**config.mk**
```make
export PLATFORM = sky130hd
export DESIGN_NAME = fetch_sequencer
export DESIGN_NICKNAME = d
export VERILOG_FILES = /design/src/fetch_pkg.sv /design/src/retire_pkg.sv /design/src/fetch_sequencer.sv
export SDC_FILE = /design/constraint.sdc
export NUM_CORES = 1
export LEC_CHECK = 0
export ABC_AREA = 1
export ABC_CLOCK_PERIOD_IN_PS = 2200
export BUFFER_PORTS_ARGS = -buffer_cell sky130_fd_sc_hd__clkbuf_2
export CAP_MARGIN = 10
export CORE_ASPECT_RATIO = 1.5
export CORE_UTILIZATION = 48
export DETAILED_ROUTE_END_ITERATION = 6
export PLACE_DENSITY = 0.91
export SLEW_MARGIN = 30
export SYNTH_ARGS = -nofsm -noshare
export SYNTH_HDL_FRONTEND = slang
export SYNTH_SLANG_ARGS = --single-unit
```
**constraint.sdc**
```tcl
create_clock -name clk -period 2.2 [get_ports clk]
set_clock_uncertainty 0.1 [all_clocks]
set_input_delay 0.44 -clock clk [delete_from_list [all_inputs] [get_ports clk]]
set_output_delay 0.44 -clock clk [all_outputs]
set_load 0.1 [all_outputs]
```
**src/fetch_pkg.sv**
```systemverilog
`default_nettype none
// ~~~~~~~~~~~~~~~~~~~~~~~~~~~~~~~~~~~~~~~~~~~~~~~~~~~~~~~~~~~
// fetch side widths, table and target buffer geometry
// fetch address, history, predicted slot and fetch bundle types
// ~~~~~~~~~~~~~~~~~~~~~~~~~~~~~~~~~~~~~~~~~~~~~~~~~~~~~~~~~~~

package fetch_pkg;

  localparam int IP_W        = 32;
  localparam int GHT_W       = 16;
  localparam int BLOCK_BYTES = 16;
  localparam int OFFSET_W    = $clog2(BLOCK_BYTES);  // byte offset inside a block

  // target buffer, index from ip[11:4], tag from ip[31:12]
  localparam int TB_IDX_W   = 8;
  localparam int TB_TAG_W   = 20;
  localparam int TB_ENTRIES = 1 << TB_IDX_W;
  localparam int NUM_SLOTS  = 2;  // one way per branch slot

  // direction tables
  localparam int PRED_IDX_W   = 10;
  localparam int PRED_ENTRIES = 1 << PRED_IDX_W;
  localparam int PRED_TABLES  = 3;

  typedef logic [IP_W-1:0]  ip_t;
  typedef logic [GHT_W-1:0] ght_t;

  localparam ip_t RESET_IP = 32'h0000_1000;

  typedef enum logic [1:0] {
    SLOT_NONE = 2'd0,
    SLOT_0    = 2'd1,
    SLOT_1    = 2'd2
  } slot_e;

  // history snapshot rides along so the back end can hand it back at retire
  typedef struct packed {
    ip_t   ip;
    ght_t  ght;
    slot_e slot;
  } fetch_t;

endpackage

`default_nettype wire

```
**src/retire_pkg.sv**
```systemverilog
`default_nettype none
// ~~~~~~~~~~~~~~~~~~~~~~~~~~~~~~~~~~~~~~~~~~~~~~~~~~~~~~~~~~~
// retire bundle returned by the back end
// table select encoding used for mispredict training
// ~~~~~~~~~~~~~~~~~~~~~~~~~~~~~~~~~~~~~~~~~~~~~~~~~~~~~~~~~~~

package retire_pkg;
  import fetch_pkg::*;

  typedef struct packed {
    logic valid;
    logic slot;        // branch slot within the fetch block
    logic taken;
    logic mispredict;
    ip_t  src_ip;      // block address the branch was fetched from
    ip_t  target;
    ght_t ght;         // history as seen at fetch
  } retire_t;

  // one table trains per mispredict, rotating a, b, c
  typedef enum logic [1:0] {
    TRAIN_A = 2'd0,
    TRAIN_B = 2'd1,
    TRAIN_C = 2'd2
  } train_sel_e;

endpackage

`default_nettype wire

```
**src/fetch_sequencer.sv**
```systemverilog
`default_nettype none
// ~~~~~~~~~~~~~~~~~~~~~~~~~~~~~~~~~~~~~~~~~~~~~~~~~~~~~~~~~~~
// fetch_sequencer: fetch address and global history registers
// slot pick, next address choice, mispredict recovery
// ~~~~~~~~~~~~~~~~~~~~~~~~~~~~~~~~~~~~~~~~~~~~~~~~~~~~~~~~~~~

module fetch_sequencer
  import fetch_pkg::*;
  import retire_pkg::*;
(
  input  logic       clk,
  input  logic       rst,
  input  logic [1:0] taken,
  input  logic [1:0] hit,
  input  ip_t        target0,
  input  ip_t        target1,
  input  retire_t    retire,
  input  logic       fetch_ready,
  output fetch_t     fetch,
  output logic       fetch_valid,
  output ip_t        cur_ip,
  output ght_t       cur_ght
);

  // slot 0 taken adds a single 1, slot 1 taken adds 0 then 1
  function automatic ght_t shift_ght(input ght_t g, input slot_e s);
    case (s)
      SLOT_0:  shift_ght = {g[GHT_W-2:0], 1'b1};
      SLOT_1:  shift_ght = {g[GHT_W-3:0], 2'b01};
      default: shift_ght = {g[GHT_W-3:0], 2'b00};
    endcase
  endfunction

  ip_t   ip_q;
  ght_t  ght_q;
  logic  valid_q;
  slot_e slot;
  ip_t   pred_ip;
  ght_t  pred_ght;
  slot_e rec_slot;
  ip_t   rec_ip;
  ght_t  rec_ght;
  logic  accept;
  logic  redirect;

  // prediction path
  always_comb begin
    if (taken[0] && hit[0]) slot = SLOT_0;
    else if (taken[1] && hit[1]) slot = SLOT_1;
    else slot = SLOT_NONE;

    case (slot)
      SLOT_0:  pred_ip = target0;
      SLOT_1:  pred_ip = target1;
      default: pred_ip = ip_q + ip_t'(BLOCK_BYTES);  // fall through
    endcase
    pred_ght = shift_ght(ght_q, slot);
  end

  // recovery path, history rebuilt from the fetch-time snapshot
  always_comb begin
    if (!retire.taken) rec_slot = SLOT_NONE;
    else if (retire.slot) rec_slot = SLOT_1;
    else rec_slot = SLOT_0;

    rec_ip  = retire.taken ? retire.target : retire.src_ip + ip_t'(BLOCK_BYTES);
    rec_ght = shift_ght(retire.ght, rec_slot);
  end

  assign accept   = valid_q && fetch_ready;
  assign redirect = retire.valid && retire.mispredict;

  always_ff @(posedge clk) begin
    if (rst) begin
      ip_q    <= RESET_IP;
      ght_q   <= '0;
      valid_q <= 1'b0;
    end else begin
      valid_q <= 1'b1;
      if (redirect) begin  // wins over a same-cycle advance
        ip_q  <= rec_ip;
        ght_q <= rec_ght;
      end else if (accept) begin
        ip_q  <= pred_ip;
        ght_q <= pred_ght;
      end
    end
  end

  always_comb begin
    fetch.ip   = ip_q;
    fetch.ght  = ght_q;
    fetch.slot = slot;
  end

  assign fetch_valid = valid_q;
  assign cur_ip      = ip_q;
  assign cur_ght     = ght_q;

  a_hold_on_stall: assert property (
    @(posedge clk) disable iff (rst)
    fetch_valid && !fetch_ready && !redirect |=> $stable(ip_q) && $stable(ght_q)
  ) else $error("fetch bundle changed while stalled");

endmodule

`default_nettype wire

```
==> out/qor.tcl <==
set qor(max-clock-path-buffers) 2
set qor(number_of_max_slew_violations_in_the_final_report) 0
set qor(die_y_um) 132
set qor(average_wire_per_standard_cell_um) 15.6
set qor(synthesis.area_um2) 5380
set qor(yosys_warnings) 0
set qor(syn_avg_cell_area_um2) 5.75
set qor(core-area_um2) 11000
set qor(clock-sinks) 49
set qor(most_area_consuming_cells_after_synthesis) {sky130_fd_sc_hd__dfxtp_1, sky130_fd_sc_hd__nand2_1, sky130_fd_sc_hd__nor2_1}
set qor(grt_pass1_wl_um) 31000
set qor(synth_top_area_share) 0.182
set qor(crit_path_top_delay_cell) {sky130_fd_sc_hd__dfxtp_1}
set qor(rel_slew_slack) 0.617
set qor(number_of_different_library_cells_in_the_post_synthesis_netlist) 43
set qor(grt_setup_unrepaired) {no}
set qor(worstPathRequired_ps) 1660
set qor(die_area_um2) 11600
set qor(nNetsFinal) 1282
set qor(p_total_w) 0.00392
set qor(place.port_buffers) 252
set qor(finalCoreUtilization) 0.603
set qor(clock_latency_late_sink_ps) 300
set qor(timing.final.hold_violations) 0
set qor(power.ir.vdd_worst_mv) 0.392
set qor(drt_first_iter_violations) 413
set qor(cts_root_buffer) {sky130_fd_sc_hd__clkbuf_16}
set qor(r2r_end) {cur_ip[19]$_SDFFE_PP0P_}
set qor(max_stage_delay_ps) 570
set qor(hold_class) {in2reg}
set qor(timing.critical_path.fanout_max) 7
set qor(r2r_cell_count) 9
set qor(postSynthNetCount) 1093
set qor(postCtsHoldBufs) 0
set qor(clk_transition_reported_paths_ps) 70
set qor(average_vias_per_placed_instance) 5.45
set qor(endpoint_kind) {output pin}
set qor(cp_data_arrival_time_ps) 1410
set qor(grt_overflow_total) 0
set qor(firstDrtPassIters) 7
set qor(finalSetupViolations) 0
set qor(syn2layout_area_growth_pct) 23.4
set qor(synth_ff_type) {sky130_fd_sc_hd__dfxtp_1}
set qor(grt_pass1_vias) 6429
set qor(finalCritPeriodShare) 0.885
set qor(grt_max_degree) 49
set qor(timing.critical_path.max_delay_family) {flip-flops}
set qor(drv_cap) 0
set qor(internal_power_w) 0.00181
set qor(comb_power_share) 0.513
set qor(detailedPlace.worstSlack_ps) 182
set qor(via_count) 6933
set qor(path_cells) {clkbuf_2}
set qor(beginning_of_the_worst_hold_path) {retire[0]}
set qor(power_density_nw_per_um2) 591
set qor(whs_path_depth) 3
set qor(grt_antenna_before_repair) 0
set qor(pin_count) 254
set qor(route.detailed.drc) 0
set qor(clock_tree.htree_level_count) 2
set qor(p_sw_w) 0.00211
set qor(timing.final.crit_period_ps) 1950
set qor(synth-edff-count) 0
set qor(worst_hold_slack_ps) 335
set qor(reg2reg_from) {cur_ip[17]$_SDFFE_PP0P_}
set qor(cell_with_the_most_instances_after_synthesis) {sky130_fd_sc_hd__nand2_1}
set qor(postLayoutSetupSlackWorst_ps) 253
set qor(worst_r2r_setup_slack_ps) 360
set qor(postCtsSetupRepairBufs) 0
set qor(grt_util_all_layers) 0.343
set qor(hold_path_end) {cur_ght[1]$_SDFFE_PP0P_}
set qor(netSwitchingFraction) 0.539
set qor(synth-seq-cells) 49
set qor(timing.setup.critical_path_class) {reg2out}
set qor(setup_total_negative_slack_ps) 0
set qor(seq_power_share) 0.279
set qor(cts_inserted_buffers) 5
set qor(p_leak_nw) 3.44
set qor(synth_async_sr_flop_share) 0
set qor(number_of_cell_rows) 47
set qor(finalWeightedCongestion) 0.968
set qor(worst_pin_slew_ps) 578
set qor(drt_wl_total_um) 19800
set qor(startpoint_type) {flip-flop}
set qor(filler_cell_count) 1102
set qor(status) {complete, no violations}
set qor(detail-route-antenna-nets) 0
set qor(synthDominantAreaCellType) {sky130_fd_sc_hd__dfxtp_1}
set qor(ys_seq_area_frac) 0.182
set qor(die_w_um) 88.4
set qor(crit_buf_inv) 1
set qor(layout-drive-gt1-share) 0.303
set qor(fmax_mhz) 514
set qor(start_util) 0.489
set qor(postCtsResizedCells) 0
set qor(antenna_cells) 0
set qor(clock_tree_from_tritoncts) {built}
set qor(syn-instance-count) 936
set qor(dp_hpwl_um) 15500
set qor(synth_top_cells_by_count) {sky130_fd_sc_hd__nand2_1, sky130_fd_sc_hd__nor2_1, sky130_fd_sc_hd__inv_1}
set qor(clkPwrFrac) 0.208
-- area by class of cell --
class / instances / area [µm²] / share of cell area
Clock buffer: 6 / 129 / 0.0194
Clock inverter: 2 / 13.8 / 0.00207
Inverter: 89 / 334 / 0.0504
Multi-Input combinational cell: 710 / 3520 / 0.530
Sequential cell: 49 / 993 / 0.150
Tap cell: 147 / 184 / 0.0277
Timing Repair Buffer: 270 / 1460 / 0.221
-- layout by cell type (no fill, tap or decap), types with 4 or more instances in the layout --
master,instances
sky130_fd_sc_hd__nor2_1,162
sky130_fd_sc_hd__nand3b_1,9
sky130_fd_sc_hd__nor2_4,14
sky130_fd_sc_hd__clkbuf_2,250
sky130_fd_sc_hd__o311ai_1,9
sky130_fd_sc_hd__o21ai_1,15
sky130_fd_sc_hd__xnor2_1,5
sky130_fd_sc_hd__a21oi_1,43
sky130_fd_sc_hd__and2_1,4
sky130_fd_sc_hd__nand4_1,7
sky130_fd_sc_hd__nor2_2,11
sky130_fd_sc_hd__dfxtp_2,10
sky130_fd_sc_hd__a31oi_1,12
sky130_fd_sc_hd__o21ai_0,43
sky130_fd_sc_hd__inv_1,79
sky130_fd_sc_hd__a22o_1,7
sky130_fd_sc_hd__nand2_2,9
sky130_fd_sc_hd__clkbuf_16,5
sky130_fd_sc_hd__buf_12,5
sky130_fd_sc_hd__xor2_1,7
sky130_fd_sc_hd__nand2_1,242
sky130_fd_sc_hd__o211ai_1,16
sky130_fd_sc_hd__nand3_1,66
sky130_fd_sc_hd__inv_2,10
sky130_fd_sc_hd__buf_4,15
sky130_fd_sc_hd__dfxtp_1,39
-- registers in the layout, summed over array words and instances (netlist names) --
name and cells:
cur_ip 32, cur_ght 16, fetch_valid 1
-- worst max path at each step --
stage / start / end / cells past startpoint
finish: cur_ip[19]$_SDFFE_PP0P_ / cur_ip[19] / 1
global route: cur_ip[19]$_SDFFE_PP0P_ / fetch[37] / 1
CTS: cur_ip[19]$_SDFFE_PP0P_ / cur_ip[19] / 1
detailed placement: retire[52] / cur_ip[28]$_SDFFE_PP0P_ / 13
global placement: retire[52] / cur_ip[28]$_SDFFE_PP0P_ / 13
floorplan: cur_ip[13]$_SDFFE_PP0P_ / cur_ip[23]$_SDFFE_PP0P_ / 9
-- stage by stage --
step,cell area (µm²),cells
floorplan,5390,936
global placement,6490,1265
detailed placement,6490,1265
CTS,6630,1273
global route,6630,1273
finish,6630,1273
-- logic make-up after synthesis --
kind of cell	share of synthesized area
AND/OR/NAND/NOR	0.448
buffers and inverters	0.164
AO/OA/AOI/OAI	0.181
flip-flops	0.182
XOR/XNOR	0.0195
adder cells (fa/ha/maj)	0.00465
-- layer usage --
| metal | wire (µm) | vias to the layer above | track usage |
|---|---|---|---|
| li1 | - | 3351 | - |
| met1 | 7040 | 3133 | 0.358 |
| met2 | 10200 | 376 | 0.610 |
| met3 | 1540 | 73 | 0.0660 |
| met4 | 1060 | 0 | 0.210 |
| met5 | 0 | - | 0 |
-- power by group through the flow --
| stage | combinational, W | clock, W | sequential [W] |
|---|---|---|---|
| global placement | 0.00198 | 0 | 0.00111 |
| CTS | 0.00200 | 0.000831 | 0.00109 |
| floorplan | 0.00113 | 0 | 0.00160 |
| detailed placement | 0.00200 | 0 | 0.00111 |
| global route | 0.00212 | 0.000864 | 0.00110 |
| finish | 0.00201 | 0.000814 | 0.00109 |
No activity file was read; power rests on OpenSTA's default activity.
